File: src/verilog/csr_pkg.sv
`default_nettype none

package csr_pkg;

	// AXI4-Lite bus widths
	localparam int ADDR_W = 32;
	localparam int DATA_W = 32;
	localparam int STRB_W = 4;

	// Register indices taken from address bits 3 to 2
	localparam logic [1:0] REG_CTRL   = 2'd0;
	localparam logic [1:0] REG_STATUS = 2'd1;
	localparam logic [1:0] REG_START  = 2'd2;
	localparam logic [1:0] REG_STOP   = 2'd3;

	// Control register fields
	localparam int CTRL_START_BIT = 0;
	localparam int CTRL_DEST_BIT  = 1;
	// Status register exec flag, boot source sits just above it
	localparam int STAT_EXEC_BIT  = 0;

	localparam logic [1:0] RESP_OKAY = 2'b00;

	// Strapped boot source
	typedef enum logic [1:0] {
		BOOT_SPI  = 2'd0,
		BOOT_SRAM = 2'd1,
		BOOT_DDR  = 2'd2
	} boot_src_e;

endpackage

`default_nettype wire

File: src/verilog/mem_pkg.sv
`default_nettype none

package mem_pkg;

	// Bytes per copied word
	localparam int WORD_BYTES = 4;

	// Low address bits kept when mapping into each RAM
	localparam int SRAM_OFFS_W = 17;
	localparam int DDR_OFFS_W  = 28;
	// Top nibble of every DDR address
	localparam logic [3:0] DDR_REGION = 4'd1;

	// Where the code copy goes
	typedef enum logic {
		DEST_SRAM = 1'b0,
		DEST_DDR  = 1'b1
	} copy_dest_e;

	// Stall FSM states
	typedef enum logic [2:0] {
		ARB_IDLE,
		ARB_WAIT_BOTH,
		ARB_WAIT_DATA,
		ARB_WAIT_INSTR,
		ARB_ACK
	} arb_state_e;

	// Copy FSM states
	typedef enum logic [2:0] {
		CP_IDLE,
		CP_READ_ROM,
		CP_WRITE_RAM,
		CP_INCR,
		CP_DONE
	} copy_state_e;

endpackage

`default_nettype wire

File: src/verilog/axil_csr.sv
`timescale 1ns/10ps
`default_nettype none

module axil_csr (
	input  logic                           clk_i,
	input  logic                           rst_ni,
	input  logic                           awvalid_i,
	output logic                           awready_o,
	input  logic [csr_pkg::ADDR_W-1:0]     awaddr_i,
	input  logic                           wvalid_i,
	output logic                           wready_o,
	input  logic [csr_pkg::DATA_W-1:0]     wdata_i,
	input  logic [csr_pkg::STRB_W-1:0]     wstrb_i,
	output logic                           bvalid_o,
	input  logic                           bready_i,
	output logic [1:0]                     bresp_o,
	input  logic                           arvalid_i,
	output logic                           arready_o,
	input  logic [csr_pkg::ADDR_W-1:0]     araddr_i,
	output logic                           rvalid_o,
	input  logic                           rready_i,
	output logic [csr_pkg::DATA_W-1:0]     rdata_o,
	output logic [1:0]                     rresp_o,
	input  csr_pkg::boot_src_e             boot_src_i,
	input  logic                           copy_done_i,
	output logic                           start_copy_o,
	output mem_pkg::copy_dest_e            copy_dest_o,
	output logic [csr_pkg::ADDR_W-1:0]     start_addr_o,
	output logic [csr_pkg::ADDR_W-1:0]     stop_addr_o,
	output logic                           exec_from_copy_o
);

	logic [csr_pkg::DATA_W-1:0] ctrl_q, start_q, stop_q;
	logic                       exec_q;
	logic                       wr_accept, rd_accept;
	logic [csr_pkg::DATA_W-1:0] wmask, rd_val;

	// Both write channels together, only with no B response pending
	assign wr_accept = awvalid_i && wvalid_i && !bvalid_o;
	assign rd_accept = arvalid_i && !rvalid_o;
	assign awready_o = wr_accept;
	assign wready_o  = wr_accept;
	assign arready_o = rd_accept;
	assign bresp_o   = csr_pkg::RESP_OKAY;
	assign rresp_o   = csr_pkg::RESP_OKAY;

	// Expand byte strobes into a bit mask
	always_comb begin
		for (int b = 0; b < csr_pkg::STRB_W; b++) begin
			wmask[8*b +: 8] = {8{wstrb_i[b]}};
		end
	end

	always_ff @(posedge clk_i) begin
		if (!rst_ni) begin
			ctrl_q   <= '0;
			start_q  <= '0;
			stop_q   <= '0;
			exec_q   <= 1'b0;
			bvalid_o <= 1'b0;
		end else begin
			if (wr_accept) begin
				// Status index falls through to default and is dropped
				case (awaddr_i[3:2])
					csr_pkg::REG_CTRL:  ctrl_q  <= (ctrl_q & ~wmask) | (wdata_i & wmask);
					csr_pkg::REG_START: start_q <= (start_q & ~wmask) | (wdata_i & wmask);
					csr_pkg::REG_STOP:  stop_q  <= (stop_q & ~wmask) | (wdata_i & wmask);
					default: begin
					end
				endcase
				bvalid_o <= 1'b1;
			end else if (bready_i) begin
				bvalid_o <= 1'b0;
			end
			// Copier finished, drop start and run from the copy
			if (copy_done_i) begin
				ctrl_q[csr_pkg::CTRL_START_BIT] <= 1'b0;
				exec_q <= 1'b1;
			end
		end
	end

	// Read mux
	always_comb begin
		case (araddr_i[3:2])
			csr_pkg::REG_CTRL:   rd_val = ctrl_q;
			csr_pkg::REG_STATUS: rd_val = {29'd0, boot_src_i, exec_q};
			csr_pkg::REG_START:  rd_val = start_q;
			default:             rd_val = stop_q;
		endcase
	end

	always_ff @(posedge clk_i) begin
		if (!rst_ni) begin
			rvalid_o <= 1'b0;
		end else if (rd_accept) begin
			rvalid_o <= 1'b1;
		end else if (rready_i) begin
			rvalid_o <= 1'b0;
		end
	end

	// Read data captured with the address
	always_ff @(posedge clk_i) begin
		if (rd_accept) begin
			rdata_o <= rd_val;
		end
	end

	assign start_copy_o     = ctrl_q[csr_pkg::CTRL_START_BIT];
	assign copy_dest_o      = mem_pkg::copy_dest_e'(ctrl_q[csr_pkg::CTRL_DEST_BIT]);
	assign start_addr_o     = start_q;
	assign stop_addr_o      = stop_q;
	assign exec_from_copy_o = exec_q;

	// Responses are held until the master takes them
	a_bvalid_hold: assert property (@(posedge clk_i) disable iff (!rst_ni)
		bvalid_o && !bready_i |=> bvalid_o);
	a_rvalid_hold: assert property (@(posedge clk_i) disable iff (!rst_ni)
		rvalid_o && !rready_i |=> rvalid_o && $stable(rdata_o));

endmodule

`default_nettype wire

File: src/verilog/access_arbiter.sv
`timescale 1ns/10ps
`default_nettype none

module access_arbiter (
	input  logic                       clk_i,
	input  logic                       rst_ni,
	input  logic                       cpu_instr_rd_i,
	input  logic                       cpu_data_rd_i,
	input  logic                       cpu_data_wr_i,
	input  logic                       copy_busy_i,
	input  logic                       instr_capture_i,
	input  logic                       instr_ready_i,
	input  logic [csr_pkg::DATA_W-1:0] instr_data_i,
	input  logic                       data_ready_i,
	input  logic [csr_pkg::DATA_W-1:0] data_rdata_i,
	output logic                       arb_instr_rd_o,
	output logic                       arb_data_rd_o,
	output logic                       arb_data_wr_o,
	output mem_pkg::arb_state_e        arb_state_o,
	output logic [csr_pkg::DATA_W-1:0] instr_word_o,
	output logic [csr_pkg::DATA_W-1:0] data_word_o
);

	mem_pkg::arb_state_e state_q, state_d;
	logic                both_req;
	logic                instr_en, data_en;

	// Only simultaneous fetch and data access needs arbitration
	assign both_req = cpu_instr_rd_i && (cpu_data_rd_i || cpu_data_wr_i) && !copy_busy_i;

	always_ff @(posedge clk_i) begin
		if (!rst_ni) begin
			state_q <= mem_pkg::ARB_IDLE;
		end else begin
			state_q <= state_d;
		end
	end

	always_comb begin
		state_d = state_q;
		case (state_q)
			mem_pkg::ARB_IDLE: begin
				// Both ready at once needs no wait
				if (both_req) begin
					if (!instr_ready_i && !data_ready_i) begin
						state_d = mem_pkg::ARB_WAIT_BOTH;
					end else if (!instr_ready_i) begin
						state_d = mem_pkg::ARB_WAIT_INSTR;
					end else if (!data_ready_i) begin
						state_d = mem_pkg::ARB_WAIT_DATA;
					end
				end
			end
			mem_pkg::ARB_WAIT_BOTH: begin
				if (instr_ready_i && data_ready_i) begin
					state_d = mem_pkg::ARB_ACK;
				end else if (instr_ready_i) begin
					state_d = mem_pkg::ARB_WAIT_DATA;
				end else if (data_ready_i) begin
					state_d = mem_pkg::ARB_WAIT_INSTR;
				end
			end
			mem_pkg::ARB_WAIT_DATA: begin
				if (data_ready_i) begin
					state_d = mem_pkg::ARB_ACK;
				end
			end
			mem_pkg::ARB_WAIT_INSTR: begin
				if (instr_ready_i) begin
					state_d = mem_pkg::ARB_ACK;
				end
			end
			default: state_d = mem_pkg::ARB_IDLE;
		endcase
	end

	// Mask each port once its access has completed
	assign arb_instr_rd_o = cpu_instr_rd_i && state_q != mem_pkg::ARB_WAIT_DATA
		&& state_q != mem_pkg::ARB_ACK;
	assign arb_data_rd_o  = cpu_data_rd_i && state_q != mem_pkg::ARB_WAIT_INSTR
		&& state_q != mem_pkg::ARB_ACK;
	assign arb_data_wr_o  = cpu_data_wr_i && state_q != mem_pkg::ARB_WAIT_INSTR
		&& state_q != mem_pkg::ARB_ACK;
	assign arb_state_o    = state_q;

	// Copier owns the instruction register while it runs
	assign instr_en = copy_busy_i ? (instr_capture_i && instr_ready_i)
		: (arb_instr_rd_o && instr_ready_i);
	assign data_en  = !copy_busy_i && arb_data_rd_o && data_ready_i;

	// Sampling registers hold the word past the bus cycle
	always_ff @(posedge clk_i) begin
		if (instr_en) begin
			instr_word_o <= instr_data_i;
		end
		if (data_en) begin
			data_word_o <= data_rdata_i;
		end
	end

	a_ack_one_cycle: assert property (@(posedge clk_i) disable iff (!rst_ni)
		state_q == mem_pkg::ARB_ACK |=> state_q == mem_pkg::ARB_IDLE);

endmodule

`default_nettype wire

File: src/verilog/code_copier.sv
`timescale 1ns/10ps
`default_nettype none

module code_copier (
	input  logic                       clk_i,
	input  logic                       rst_ni,
	input  logic                       start_copy_i,
	input  logic                       mem_ready_i,
	input  logic [csr_pkg::ADDR_W-1:0] start_addr_i,
	input  logic [csr_pkg::ADDR_W-1:0] stop_addr_i,
	input  logic                       instr_ready_i,
	input  logic                       data_ready_i,
	output logic                       copy_busy_o,
	output logic                       copy_rd_o,
	output logic                       copy_wr_o,
	output logic                       instr_capture_o,
	output logic                       copy_done_o,
	output logic [csr_pkg::ADDR_W-1:0] copy_addr_o
);

	mem_pkg::copy_state_e       state_q;
	logic [csr_pkg::ADDR_W-1:0] addr_q, next_addr;

	assign next_addr = addr_q + mem_pkg::WORD_BYTES;

	always_ff @(posedge clk_i) begin
		if (!rst_ni) begin
			state_q <= mem_pkg::CP_IDLE;
			addr_q  <= '0;
		end else begin
			case (state_q)
				mem_pkg::CP_IDLE: begin
					// Start only between CPU accesses
					if (start_copy_i && mem_ready_i) begin
						addr_q  <= start_addr_i;
						state_q <= mem_pkg::CP_READ_ROM;
					end
				end
				mem_pkg::CP_READ_ROM: begin
					if (instr_ready_i) begin
						state_q <= mem_pkg::CP_WRITE_RAM;
					end
				end
				mem_pkg::CP_WRITE_RAM: begin
					if (data_ready_i) begin
						state_q <= mem_pkg::CP_INCR;
					end
				end
				mem_pkg::CP_INCR: begin
					// Stop word itself is not copied
					addr_q  <= next_addr;
					state_q <= (next_addr == stop_addr_i) ? mem_pkg::CP_DONE
						: mem_pkg::CP_READ_ROM;
				end
				default: state_q <= mem_pkg::CP_IDLE;
			endcase
		end
	end

	assign copy_busy_o     = state_q != mem_pkg::CP_IDLE;
	assign copy_rd_o       = state_q == mem_pkg::CP_READ_ROM;
	assign instr_capture_o = state_q == mem_pkg::CP_READ_ROM;
	assign copy_wr_o       = state_q == mem_pkg::CP_WRITE_RAM;
	assign copy_done_o     = state_q == mem_pkg::CP_DONE;
	assign copy_addr_o     = addr_q;

	a_rd_wr_excl: assert property (@(posedge clk_i) disable iff (!rst_ni)
		!(copy_rd_o && copy_wr_o));

endmodule

`default_nettype wire

File: src/verilog/bus_router.sv
`timescale 1ns/10ps
`default_nettype none

module bus_router (
	input  csr_pkg::boot_src_e         boot_src_i,
	input  logic                       exec_from_copy_i,
	input  mem_pkg::copy_dest_e        copy_dest_i,
	input  logic                       copy_busy_i,
	input  logic                       copy_rd_i,
	input  logic                       copy_wr_i,
	input  logic [csr_pkg::ADDR_W-1:0] copy_addr_i,
	input  logic [csr_pkg::DATA_W-1:0] instr_word_i,
	input  logic                       arb_instr_rd_i,
	input  logic                       arb_data_rd_i,
	input  logic                       arb_data_wr_i,
	input  mem_pkg::arb_state_e        arb_state_i,
	input  logic [csr_pkg::ADDR_W-1:0] cpu_instr_addr_i,
	input  logic [csr_pkg::ADDR_W-1:0] cpu_data_addr_i,
	input  logic [csr_pkg::DATA_W-1:0] cpu_data_wdata_i,
	input  logic [csr_pkg::STRB_W-1:0] cpu_byte_sel_i,
	output logic                       bus_instr_rd_o,
	output logic [csr_pkg::ADDR_W-1:0] bus_instr_addr_o,
	output logic                       bus_data_rd_o,
	output logic                       bus_data_wr_o,
	output logic [csr_pkg::ADDR_W-1:0] bus_data_addr_o,
	output logic [csr_pkg::DATA_W-1:0] bus_data_wdata_o,
	output logic [csr_pkg::STRB_W-1:0] bus_byte_sel_o,
	input  logic                       bus_instr_ready_i,
	input  logic [csr_pkg::DATA_W-1:0] bus_instr_rdata_i,
	input  logic                       bus_data_ready_i,
	output logic [csr_pkg::DATA_W-1:0] cpu_instr_data_o,
	output logic                       mem_ready_o
);

	logic fetch_sram, fetch_ddr, data_req;

	// SRAM keeps its offset bits, DDR gets its region nibble
	function automatic logic [csr_pkg::ADDR_W-1:0] map_addr(input logic to_ddr,
		input logic [csr_pkg::ADDR_W-1:0] addr);
		if (to_ddr) begin
			return {mem_pkg::DDR_REGION, addr[mem_pkg::DDR_OFFS_W-1:0]};
		end
		return {{(csr_pkg::ADDR_W - mem_pkg::SRAM_OFFS_W){1'b0}},
			addr[mem_pkg::SRAM_OFFS_W-1:0]};
	endfunction

	// Boot source before the copy, copy destination after it
	assign fetch_sram = exec_from_copy_i ? (copy_dest_i == mem_pkg::DEST_SRAM)
		: (boot_src_i == csr_pkg::BOOT_SRAM);
	assign fetch_ddr  = exec_from_copy_i ? (copy_dest_i == mem_pkg::DEST_DDR)
		: (boot_src_i == csr_pkg::BOOT_DDR);
	assign data_req   = arb_data_rd_i || arb_data_wr_i;

	// Instruction port, SPI and copy reads pass the address unchanged
	always_comb begin
		bus_instr_rd_o   = copy_busy_i ? copy_rd_i : arb_instr_rd_i;
		bus_instr_addr_o = cpu_instr_addr_i;
		if (copy_busy_i) begin
			bus_instr_addr_o = copy_addr_i;
		end else if (fetch_sram || fetch_ddr) begin
			bus_instr_addr_o = map_addr(fetch_ddr, cpu_instr_addr_i);
		end
	end

	// Data port carries the copied word during a copy
	assign bus_data_rd_o    = copy_busy_i ? 1'b0 : arb_data_rd_i;
	assign bus_data_wr_o    = copy_busy_i ? copy_wr_i : arb_data_wr_i;
	assign bus_data_addr_o  = copy_busy_i ? map_addr(copy_dest_i == mem_pkg::DEST_DDR, copy_addr_i)
		: cpu_data_addr_i;
	assign bus_data_wdata_o = copy_busy_i ? instr_word_i : cpu_data_wdata_i;
	assign bus_byte_sel_o   = copy_busy_i ? {csr_pkg::STRB_W{1'b1}} : cpu_byte_sel_i;

	// Word was sampled earlier when both ports waited
	assign cpu_instr_data_o = (arb_state_i == mem_pkg::ARB_ACK) ? instr_word_i : bus_instr_rdata_i;

	// CPU stall
	always_comb begin
		mem_ready_o = 1'b0;
		if (!copy_busy_i) begin
			case (arb_state_i)
				mem_pkg::ARB_IDLE: begin
					// Concurrent access completes here only if both are ready
					if (arb_instr_rd_i && data_req) begin
						mem_ready_o = bus_instr_ready_i && bus_data_ready_i;
					end else if (data_req) begin
						mem_ready_o = bus_data_ready_i;
					end else begin
						mem_ready_o = bus_instr_ready_i;
					end
				end
				mem_pkg::ARB_ACK: mem_ready_o = 1'b1;
				default: mem_ready_o = 1'b0;
			endcase
		end
	end

endmodule

`default_nettype wire

File: src/verilog/cpu_mem_ctrl.sv
`timescale 1ns/10ps
`default_nettype none

module cpu_mem_ctrl (
	input  logic                       clk_i,
	input  logic                       rst_ni,
	input  csr_pkg::boot_src_e         boot_src_i,
	// AXI4-Lite register port
	input  logic                       awvalid_i,
	output logic                       awready_o,
	input  logic [csr_pkg::ADDR_W-1:0] awaddr_i,
	input  logic                       wvalid_i,
	output logic                       wready_o,
	input  logic [csr_pkg::DATA_W-1:0] wdata_i,
	input  logic [csr_pkg::STRB_W-1:0] wstrb_i,
	output logic                       bvalid_o,
	input  logic                       bready_i,
	output logic [1:0]                 bresp_o,
	input  logic                       arvalid_i,
	output logic                       arready_o,
	input  logic [csr_pkg::ADDR_W-1:0] araddr_i,
	output logic                       rvalid_o,
	input  logic                       rready_i,
	output logic [csr_pkg::DATA_W-1:0] rdata_o,
	output logic [1:0]                 rresp_o,
	// CPU side
	output logic                       mem_ready_o,
	input  logic                       cpu_instr_rd_i,
	input  logic [csr_pkg::ADDR_W-1:0] cpu_instr_addr_i,
	output logic [csr_pkg::DATA_W-1:0] cpu_instr_data_o,
	input  logic                       cpu_data_rd_i,
	input  logic                       cpu_data_wr_i,
	input  logic [csr_pkg::ADDR_W-1:0] cpu_data_addr_i,
	input  logic [csr_pkg::DATA_W-1:0] cpu_data_wdata_i,
	input  logic [csr_pkg::STRB_W-1:0] cpu_byte_sel_i,
	output logic [csr_pkg::DATA_W-1:0] cpu_data_o,
	// Instruction bus port
	output logic                       bus_instr_rd_o,
	output logic [csr_pkg::ADDR_W-1:0] bus_instr_addr_o,
	input  logic                       bus_instr_ready_i,
	input  logic [csr_pkg::DATA_W-1:0] bus_instr_rdata_i,
	// Data bus port
	output logic                       bus_data_rd_o,
	output logic                       bus_data_wr_o,
	output logic [csr_pkg::ADDR_W-1:0] bus_data_addr_o,
	output logic [csr_pkg::DATA_W-1:0] bus_data_wdata_o,
	output logic [csr_pkg::STRB_W-1:0] bus_byte_sel_o,
	input  logic                       bus_data_ready_i,
	input  logic [csr_pkg::DATA_W-1:0] bus_data_rdata_i
);

	logic                       start_copy, exec_from_copy, copy_done;
	mem_pkg::copy_dest_e        copy_dest;
	logic [csr_pkg::ADDR_W-1:0] start_addr, stop_addr, copy_addr;
	logic                       copy_busy, copy_rd, copy_wr, instr_capture;
	logic                       arb_instr_rd, arb_data_rd, arb_data_wr;
	mem_pkg::arb_state_e        arb_state;
	logic [csr_pkg::DATA_W-1:0] instr_word;

	axil_csr u_csr (
		.clk_i, .rst_ni,
		.awvalid_i, .awready_o, .awaddr_i,
		.wvalid_i, .wready_o, .wdata_i, .wstrb_i,
		.bvalid_o, .bready_i, .bresp_o,
		.arvalid_i, .arready_o, .araddr_i,
		.rvalid_o, .rready_i, .rdata_o, .rresp_o,
		.boot_src_i,
		.copy_done_i      (copy_done),
		.start_copy_o     (start_copy),
		.copy_dest_o      (copy_dest),
		.start_addr_o     (start_addr),
		.stop_addr_o      (stop_addr),
		.exec_from_copy_o (exec_from_copy)
	);

	// Stall FSM and sampling registers
	access_arbiter u_arb (
		.clk_i, .rst_ni,
		.cpu_instr_rd_i, .cpu_data_rd_i, .cpu_data_wr_i,
		.copy_busy_i     (copy_busy),
		.instr_capture_i (instr_capture),
		.instr_ready_i   (bus_instr_ready_i),
		.instr_data_i    (bus_instr_rdata_i),
		.data_ready_i    (bus_data_ready_i),
		.data_rdata_i    (bus_data_rdata_i),
		.arb_instr_rd_o  (arb_instr_rd),
		.arb_data_rd_o   (arb_data_rd),
		.arb_data_wr_o   (arb_data_wr),
		.arb_state_o     (arb_state),
		.instr_word_o    (instr_word),
		.data_word_o     (cpu_data_o)
	);

	code_copier u_copier (
		.clk_i, .rst_ni,
		.start_copy_i    (start_copy),
		.mem_ready_i     (mem_ready_o),
		.start_addr_i    (start_addr),
		.stop_addr_i     (stop_addr),
		.instr_ready_i   (bus_instr_ready_i),
		.data_ready_i    (bus_data_ready_i),
		.copy_busy_o     (copy_busy),
		.copy_rd_o       (copy_rd),
		.copy_wr_o       (copy_wr),
		.instr_capture_o (instr_capture),
		.copy_done_o     (copy_done),
		.copy_addr_o     (copy_addr)
	);

	// Address mapping, port muxing and CPU stall
	bus_router u_router (
		.boot_src_i,
		.exec_from_copy_i (exec_from_copy),
		.copy_dest_i      (copy_dest),
		.copy_busy_i      (copy_busy),
		.copy_rd_i        (copy_rd),
		.copy_wr_i        (copy_wr),
		.copy_addr_i      (copy_addr),
		.instr_word_i     (instr_word),
		.arb_instr_rd_i   (arb_instr_rd),
		.arb_data_rd_i    (arb_data_rd),
		.arb_data_wr_i    (arb_data_wr),
		.arb_state_i      (arb_state),
		.cpu_instr_addr_i, .cpu_data_addr_i, .cpu_data_wdata_i, .cpu_byte_sel_i,
		.bus_instr_rd_o, .bus_instr_addr_o,
		.bus_data_rd_o, .bus_data_wr_o, .bus_data_addr_o,
		.bus_data_wdata_o, .bus_byte_sel_o,
		.bus_instr_ready_i, .bus_instr_rdata_i, .bus_data_ready_i,
		.cpu_instr_data_o, .mem_ready_o
	);

endmodule

`default_nettype wire

File: config.mk
export PLATFORM = sky130hd
export DESIGN_NAME = cpu_mem_ctrl
export DESIGN_NICKNAME = d
export VERILOG_FILES = /design/src/verilog/csr_pkg.sv /design/src/verilog/mem_pkg.sv /design/src/verilog/axil_csr.sv /design/src/verilog/access_arbiter.sv /design/src/verilog/code_copier.sv /design/src/verilog/bus_router.sv /design/src/verilog/cpu_mem_ctrl.sv
export SDC_FILE = /design/constraint.sdc
export NUM_CORES = 1
export LEC_CHECK = 0
export BUFFER_PORTS_ARGS = -buffer_cell sky130_fd_sc_hd__buf_2
export CAP_MARGIN = 20
export CELL_PAD_IN_SITES_DETAIL_PLACEMENT = 1
export CELL_PAD_IN_SITES_GLOBAL_PLACEMENT = 2
export CORE_ASPECT_RATIO = 0.5
export CORE_MARGIN = 2
export CORE_UTILIZATION = 28
export DETAILED_ROUTE_END_ITERATION = 8
export HOLD_SLACK_MARGIN = 0.03
export PLACE_DENSITY = 0.89
export SKIP_CTS_REPAIR_TIMING = 1
export SLEW_MARGIN = 40
export SYNTH_ARGS = -nofsm -noshare
export SYNTH_HDL_FRONTEND = slang
export SYNTH_SLANG_ARGS = --single-unit
export TNS_END_PERCENT = 100
File: constraint.sdc
create_clock -name clk_i -period 2.9 [get_ports clk_i]
set_input_delay 0.435 -clock clk_i [delete_from_list [all_inputs] [get_ports clk_i]]
set_output_delay 0.435 -clock clk_i [all_outputs]
set_load 0.02 [all_outputs]
==> impl_metrics.csv, run 1 <==
group,metric,value,unit
min_path,worstHoldPathCells,1,
die,rows,53,
synth,async_flop_share,0,%
routing,wl_per_cell,21.0,µm
die,die_y,152,µm
synth,yosysTopAreaCellShare,23.6,%
placement,preCtsSetupSlack,0.216,ns
grt,grt_pass1_vias,11900,
worst_setup_path,reg2regPathDepth,9,
cts,cts_num_sinks,233,
worst_setup_path,endpoint_kind,"register",
routing,drt_wl_total,50300,µm
die,die_area,45300,µm²
synth,synth_edf_count,96,
sta,tns,0,ns
worst_setup_path,path_cells,"ha_1 > nand4_4 > or3_1 > buf_4 > or3_1 > xnor2_1 > o2111ai_1 > nor4_1 > a21oi_1",
grt,antenna_found_initial,11,
sta,clock.fmax,367,MHz
sta,report.final.slew_viol_count,0,
worst_setup_path,r2r_end,"u_copier.state_q[0]",
routing,drtIter0Drc,768,
cts,numCtsBuffers,25,
die,die_w,299,µm
synth,ys.flop_type,"dfxtp_1",
synth,ys_top_cells_by_area,"edfxtp_1, dfxtp_1, nand2_1",
power,powerDensity,489,nW/µm²
sta,rsz0062_at_grt,"false",
synth,synth.distinct_cells,65,
power,finalPower,7.81,mW
sta,worstMarginPinSlew,0.730,ns
power,power.net_switching,2.12,mW
worst_setup_path,path_common_cell,"or3_1",
cts,cts_root_buffer,"clkbuf_16",
sta,final.setup.worst_slack,0.177,ns
run,drv_cap,0,
synth,yosysMostFrequentCell,"nand2_1",
worst_setup_path,regToRegSetupSlack,0.18,ns
cts,htreeDepth,1,
sta,fin_crit,2.72,ns
sta,slew_headroom,50.9,%
worst_setup_path,required,3.31,ns
sta,skew,0.0251,ns
synth,synth_common_cells,"nand2_1, dfxtp_1, a21boi_0, edfxtp_1, clkbuf_1",
sta,fin_crit_sh,93.9,%
cts,cts_tree,"done",
synth,synthCells,1390,
synth,synth-seq-cells,233,
worst_setup_path,r2r_start,"u_copier.copy_addr_o[2]",
routing,first_pass_iters,5,
worst_setup_path,arrival,3.14,ns
worst_setup_path,cpPeakStageDelay,0.44,ns
power,p_leak,6.70,nW
finish,final_util,37.6,%
die,coreArea,42500,µm²
routing,drc,0,
synth,avgSynthCellArea,8.77,µm²
worst_setup_path,setup.worst_path.class,"reg2reg",
power,power_frac_clock,40.7,%
power,sequentialPowerShare,45.6,%
finish,nets,2073,
cts,clkLatencyLatePin,0.55,ns
placement,place_congestion,0.828,
placement,io_buffers,422,
synth,ys.warnings.count,0,
die,initial_core_util,28.7,%
power,p_sw_share,27.1,%
finish,fillCellCount,5116,
power,pwr-share-comb,13.7,%
cts,clkTransAtPathRegs,0.06,ns
synth,synth_seq_area_share,46.1,%
min_path,hold_path_class,"in2reg",
grt,gr-total-overflow,0,
sta,setup_viol,0,
cts,clk_path_buf_depth,3,
worst_setup_path,critPathSlowestCell,"or3_1",
sta,holdWs,0.0700,ns
sta,hold_viol,0,
grt,grt_pass1_wl,73800,µm
synth,synth_area,12200,µm²
routing,via_per_inst,4.99,
min_path,min_to,"u_arb.data_word_o[30]",
finish,syn2layout_area_growth,31.0,%
grt,grt_max_degree,84,
routing,vias,12000,
power,ir_worst_vdd,0.330,mV
finish,drive_gt1_share,33.1,%
worst_setup_path,path_max_fanout,14,
placement,dp_hpwl,38400,µm
outcome,status,"finished clean",
grt,track_usage,21.0,%
synth,synth_top_area_cell,"edfxtp_1",
min_path,min_from,"bus_data_rdata_i[30]",
worst_setup_path,startpoint_type,"register",
power,p_int,5.69,mW
routing,antenna_left,0,
die,io_pins,487,
## placed cells by master (no fill, tap or decap), types with 14 or more instances in the layout
master	n
mux2_2	61
and2_1	18
nor4_1	16
dfxtp_1	137
edfxtp_1	96
nand2_1	382
nand3_1	86
a21oi_1	30
o21ai_0	36
a21boi_0	124
clkbuf_16	26
nor2_1	53
nor3_1	17
buf_4	59
xor2_1	14
a22o_1	39
xnor2_1	26
buf_2	422
## worst max-delay path by stage
stage | cells after the start | end | start
floorplan | 5 | u_arb.instr_word_o[0] | u_arb.arb_state_o[1]
global placement | 10 | u_copier.state_q[0] | u_copier.copy_addr_o[2]
detailed placement | 9 | u_copier.state_q[0] | u_copier.copy_addr_o[2]
CTS | 6 | bus_instr_addr_o[17] | u_copier.state_q[0]
global route | 8 | u_copier.state_q[0] | u_copier.copy_addr_o[15]
finish | 9 | u_copier.state_q[0] | u_copier.copy_addr_o[2]
## through the flow
stage / instances / cell area (µm²)
floorplan: 1393 / 12200
global placement: 2343 / 15100
detailed placement: 2343 / 15100
CTS: 2389 / 15900
global route: 2395 / 16000
finish: 2396 / 16000
## critical path, delay by kind of cell, from the launching register on
family / cells / cell delay, ns
simple gates: 4 / 1.37
flops: 1 / 0.35
compound gates: 2 / 0.26
fa+ha+maj: 1 / 0.23
buf+inv: 1 / 0.21
xor+xnor: 1 / 0.17
## power by group through the flow
stage	Combinational (mW)	Clock, mW	Sequential (mW)
6_report	1.07	3.18	3.57
5_1_grt	1.14	3.38	3.58
4_1_cts	1.07	3.26	3.57
3_5_place_dp	1.07	0	3.64
3_3_place_gp	1.06	0	3.63
2_1_floorplan	0.508	0	3.68
## per-layer routing
metal / wire length (µm) / share of wire, % / vias up / GRT usage (%)
met2: 24000 / 48 / 304 / 34.9
met1: 22600 / 45 / 5873 / 28.3
li1: - / - / 5695 / -
met3: 2440 / 4.8 / 77 / 3.29
met4: 1340 / 2.7 / 2 / 6.38
met5: 7 / 0.014 / - / 0
## area by class of cell
type	count	area, µm²	share of cell area (%)
multi-input cells	1038	6120	38.3
clock buffers	37	711	4.45
clock inverters	9	78.8	0.493
repair buffers	487	2680	16.8
well taps	577	722	4.52
inverters	9	33.8	0.211
diodes	6	15.0	0.0939
flip-flops and latches	233	5630	35.2
## kinds of logic after synthesis
family	after synthesis	synth area share, %
AO/OA/AOI/OAI	282	16.6
XOR/XNOR	40	2.87
adder cells (fa/ha/maj)	1	0.103
buffers and inverters	122	4.13
flip-flops	233	46.1
multiplexers	68	6.51
other	1	0.0307
AND/OR/NAND/NOR	643	23.6
Power figures use the tool's default switching activity.
==> run 2, diff against run 1 <==
Settings changed: CORE_UTILIZATION 28 to 29, GPL_TIMING_DRIVEN set to 0, SYNTH_HIERARCHICAL set to 1.
==> run 2 against run 1 <==
The flow now finishes with violations (negative setup slack). Clock-buffer cell count decreased by 8. Highest routed layer is now met4. Clock power grew 9.4%. Largest cell class unchanged. Total power up 12%. Sequential share of layout area shrank 2.1 points. Critical path depth down 1. Synthesized cell count decreased by 9.1%.
==> impl_metrics.csv, run 2 <==
group,metric,value,unit
outcome,status,"finished with violations",
outcome,failed_checks,"negative setup slack",
placement,io_buffers,420,
finish,final_common_cell,"buf_2",
power,ir_worst_vdd,0.454,mV
die,die_area,44900,µm²
min_path,min_to,"u_arb/data_word_o[26]",
synth,synth_edf_count,96,
worst_setup_path,path_max_fanout,4,
placement,dp_hpwl,41300,µm
worst_setup_path,critPathSlowestCell,"or4b_4",
routing,first_pass_iters,5,
synth,synth_common_cells,"nand2_1, dfxtp_1, mux2i_1, edfxtp_1, mux2_2",
synth,ys_top_cells_by_area,"edfxtp_1, dfxtp_1, mux2_2",
synth,synth.distinct_cells,78,
finish,finalNonFillerCells,2368,
sta,slew_headroom,43.1,%
worst_setup_path,arrival,3.33,ns
die,io_pins,487,
routing,via_per_inst,5.07,
sta,fin_crit_sh,101,%
sta,worstMarginPinSlew,0.851,ns
run,drv_cap,0,
min_path,min_from,"bus_data_rdata_i[26]",
placement,dp_cells,2266,
synth,synth-seq-cells,233,
cts,cts_root_buffer,"clkbuf_16",
routing,drtIter0Drc,815,
worst_setup_path,endpoint_kind,"register",
synth,ys.flop_type,"dfxtp_1",
grt,grt_max_degree,33,
sta,skew,0.0301,ns
die,die_w,298,µm
min_path,worstHoldPathCells,1,
worst_setup_path,startpoint_type,"register",
sta,tns,-0.0223,ns
synth,synth_area,12500,µm²
placement,place_congestion,0.924,
grt,track_usage,22.2,%
die,initial_core_util,29.6,%
worst_setup_path,path_cells,"buf_6 > nand4_4 > or4_4 > or4b_4 > xnor2_4 > or4_4 > nor4_4 > a211oi_2",
worst_setup_path,regToRegSetupSlack,-0.02,ns
sta,setup_viol,1,
finish,final_util,40.5,%
sta,fin_crit,2.92,ns
cts,numCtsBuffers,25,
routing,wl_per_cell,22.8,µm
worst_setup_path,required,3.30,ns
die,die_y,151,µm
grt,grt_pass1_vias,11600,
sta,rsz0062_at_grt,"true",
worst_setup_path,r2r_start,"u_copier/copy_addr_o[22]",
cts,clkTransAtPathRegs,0.07,ns
worst_setup_path,setup.worst_path.class,"reg2reg",
synth,synthCells,1263,
synth,yosysMostFrequentCell,"nand2_1",
sta,final.setup.worst_slack,-0.0223,ns
cts,htreeDepth,1,
power,powerDensity,512,nW/µm²
cts,cts_tree,"done",
cts,clkLatencyLatePin,0.58,ns
sta,hold_viol,0,
finish,drive_gt1_share,41.0,%
sta,report.final.slew_viol_count,0,
finish,syn2layout_area_growth,36.9,%
worst_setup_path,reg2regPathDepth,8,
die,rows,53,
finish,diodes,0,
cts,clk_path_buf_depth,3,
synth,avgSynthCellArea,9.89,µm²
routing,drc,0,
synth,ys.warnings.count,6,
worst_setup_path,cpPeakStageDelay,0.61,ns
worst_setup_path,r2r_end,"u_copier/state_q[0]",
min_path,hold_path_class,"in2reg",
synth,synth_seq_area_share,45.0,%
synth,async_flop_share,0,%
finish,final_cell_mix,"buf_2, nand2_1, dfxtp_1",
routing,drt_wl_total,53900,µm
routing,antenna_left,0,
power,p_leak,7.34,nW
synth,yosysTopAreaCellShare,23.1,%
cts,cts_num_sinks,233,
finish,nets,2052,
synth,synth_top_area_cell,"edfxtp_1",
worst_setup_path,path_common_cell,"or4_4",
die,coreArea,42200,µm²
grt,gr-total-overflow,0,
sta,clock.fmax,342,MHz
routing,vias,12000,
grt,antenna_found_initial,0,
power,finalPower,8.76,mW
grt,grt_pass1_wl,75300,µm
run 2: power by group:
group	switching, mW	internal (mW)
Combinational	0.962	0.637
Sequential	0.0952	3.58
Clock	1.50	1.98
run 2: area by class of cell:
type,instances,area (µm²)
Clock inverter,16,210
Buffer,88,566
Clock buffer,29,651
Inverter,55,206
Timing Repair Buffer,482,2700
Fill cell,4947,25100
Multi-Input combinational cell,888,6400
Sequential cell,233,5660
Tap cell,577,722
run 2: stage by stage:
stage / instance area [µm²] / hold slack [ns] / worst slack (ns)
final: 17100 / 0.0539 / -0.0223
after floorplan: 12500 / 0.436 / 0.00618
after global routing: 17100 / 0.0367 / -0.101
after global placement: 15400 / 0.445 / -0.777
after CTS: 16300 / 0.0129 / -0.760
after detailed placement: 15400 / 0.457 / -0.730
run 2: critical path, delay by kind of cell (launching register included):
kind	cells	cell delay, ns
AO/OA/AOI/OAI	1	0.06
XOR/XNOR	1	0.16
buffers and inverters	1	0.11
flip-flops	1	0.35
AND/OR/NAND/NOR	5	2.08
run 2: how the worst max path moves through the flow:
stage | from | endpoint | slack [ns] | cells past startpoint
3_3_place_gp | arvalid_i | arready_o | -0.78 | 3
2_1_floorplan | u_copier/state_q[2] | u_copier/copy_addr_o[10] | 0.006 | 14
3_5_place_dp | u_copier/state_q[2] | u_copier/copy_addr_o[10] | -0.73 | 14
6_report | u_copier/copy_addr_o[22] | u_copier/state_q[0] | -0.02 | 8
5_1_grt | u_arb/arb_state_o[0] | u_copier/copy_addr_o[10] | -0.10 | 15
4_1_cts | u_copier/state_q[2] | u_copier/copy_addr_o[10] | -0.76 | 14
run 2: metal layers:
metal / global-route usage, % / part of all wire [%] / vias to the layer above
met4: 6.26 / 2.8 / 0
li1: - / - / 5514
met3: 3.87 / 5.8 / 70
met2: 37.6 / 49 / 381
met1: 29.4 / 43 / 6031
met5: 0 / 0 / -
run 2: logic make-up (layout without fill, tap and decap cells):
family                     Yosys count  in the layout  synth area share [%]
buffers and inverters              145            670                  5.68
other                                1              4                0.0300
DFF                                233            233                  45.0
xor gates and xnor gates            44             44                  3.19
and+or+nand+nor                    421            421                  17.4
adders and majority gates            1              1                 0.100
AOI/OAI and AO/OA                  220            220                  11.5
muxes                              198            198                  17.1
==> run 3, diff against run 2 <==
Settings changed: CORE_MARGIN 2 to 8, CORE_UTILIZATION 29 to 26, PLACE_DENSITY 0.89 to 0.84.
Clock period 2.9 ns to 2.5 ns, I/O delays scaled along.
==> run 3 against run 2 <==
The run still ends with negative setup slack left. Clock skew shrank 0.0011 ns. Wire length is 8.7% higher. Sequential cell count did not move. Sequential power is 16% higher. Total power is 16% higher. Register-to-register slack got worse by 0.35 ns. Clock-buffer cell count up 6. Setup slack worse by 0.35 ns. Largest power group unchanged.
==> impl_metrics.csv, run 3 (synthesis results as in run 2) <==
group,metric,value,unit
outcome,status,"finished with violations",
outcome,failed_checks,"negative setup slack",
placement,placed_area,15700,µm²
cts,clkTransAtPathRegs,0.07,ns
sta,fin_crit_sh,115,%
die,die_y,171,µm
cts,cts_root_buffer,"clkbuf_16",
finish,final_common_cell,"buf_2",
routing,drt_wl_total,58600,µm
sta,fin_crit,2.87,ns
grt,grt_pass1_vias,12100,
cts,cts_num_sinks,233,
routing,vias,12200,
grt,grt_max_degree,24,
sta,worstMarginPinSlew,0.810,ns
finish,drive_gt1_share,45.1,%
cts,cts_tree,"done",
placement,io_buffers,420,
routing,antenna_left,0,
die,coreArea,47200,µm²
sta,rsz0062_at_grt,"true",
worst_setup_path,required,2.89,ns
sta,setup_viol,143,
sta,final.setup.worst_slack,-0.372,ns
worst_setup_path,endpoint_kind,"register",
min_path,worstHoldPathCells,1,
finish,fillCellCount,5419,
placement,dp_hpwl,44800,µm
finish,design_area,18800,µm²
routing,drc,0,
finish,seqCellArea,5670,µm²
placement,place_congestion,0.873,
worst_setup_path,arrival,3.26,ns
sta,skew,0.0291,ns
power,finalPower,10.2,mW
min_path,hold_path_class,"in2reg",
routing,drtIter0Drc,815,
cts,numCtsBuffers,25,
grt,antenna_found_initial,0,
die,die_area,55800,µm²
grt,gr-total-overflow,0,
sta,clock.fmax,348,MHz
sta,holdWs,0.0469,ns
cts,htreeDepth,1,
finish,nets,2113,
sta,tns,-20.91,ns
worst_setup_path,setup.worst_path.class,"reg2reg",
worst_setup_path,path_max_fanout,10,
grt,grt_pass1_wl,80500,µm
finish,diodes,0,
routing,via_per_inst,4.89,
die,io_pins,487,
sta,hold_viol,0,
worst_setup_path,reg2regPathDepth,8,
power,ir_worst_vdd,0.423,mV
finish,multiInputGateArea,6820,µm²
die,rows,56,
power,powerDensity,542,nW/µm²
sta,slew_headroom,46.0,%
worst_setup_path,startpoint_type,"register",
power,p_leak,8.12,nW
finish,syn2layout_area_growth,50.5,%
grt,track_usage,18.8,%
finish,final_cell_mix,"buf_2, nand2_1, dfxtp_1",
finish,final_util,39.9,%
cts,clk_path_buf_depth,3,
routing,first_pass_iters,5,
cts,clkLatencyLatePin,0.57,ns
die,initial_core_util,26.5,%
sta,report.final.slew_viol_count,0,
routing,wl_per_cell,23.5,µm
die,die_w,326,µm
run,drv_cap,0,
==> run 3: stage by stage <==
step,setup slack (ns),std cells
after floorplan,-0.170,1266
after global placement,-0.696,2324
after detailed placement,-0.781,2328
after CTS,-0.797,2373
after global routing,-0.515,2490
final,-0.372,2490
==> run 3: layout make-up <==
cell class	instances	share of cell area, %
flip-flops and latches	233	30.2
inverters	55	1.10
multi-input cells	888	36.3
clock buffers	35	3.90
repair buffers	544	19.9
plain buffers	87	3.98
well taps	638	4.24
clock inverters	10	0.466
==> run 3: worst paths after layout <==
kind / from / slack (ns) / endpoint
worst max-delay path: u_copier/copy_addr_o[10] / -0.37 / u_copier/state_q[0]
worst min register to register: register / 0.47 / register
worst min-delay path: bus_instr_rdata_i[13] / 0.05 / u_arb/instr_word_o[13]
worst max register to register: u_copier/copy_addr_o[10] / -0.37 / u_copier/state_q[0]
==> run 3: metal layers <==
layer	up-vias	GRT usage [%]	routed length [µm]
met2	329	34.3	30300
met1	6113	23.4	24100
met3	81	2.62	2570
met5	-	0	0
met4	0	4.70	1580
li1	5646	-	-
==> run 3: critical path, stage by stage (launching register included) <==
cell      delay, ns
dfxtp_1        0.50
buf_4          0.24
nand4_1        0.14
or4_1          0.56
a21oi_1        0.23
o22ai_1        0.14
or4_4          0.55
nor4_4         0.30
a211oi_1       0.07
==> run 3: power breakdown <==
group          total (mW)  switching (mW)  internal (mW)
registers            4.27           0.115           4.16
clock network        3.83            1.67           2.16
logic                2.09            1.17          0.917
total                10.2            2.96           7.23
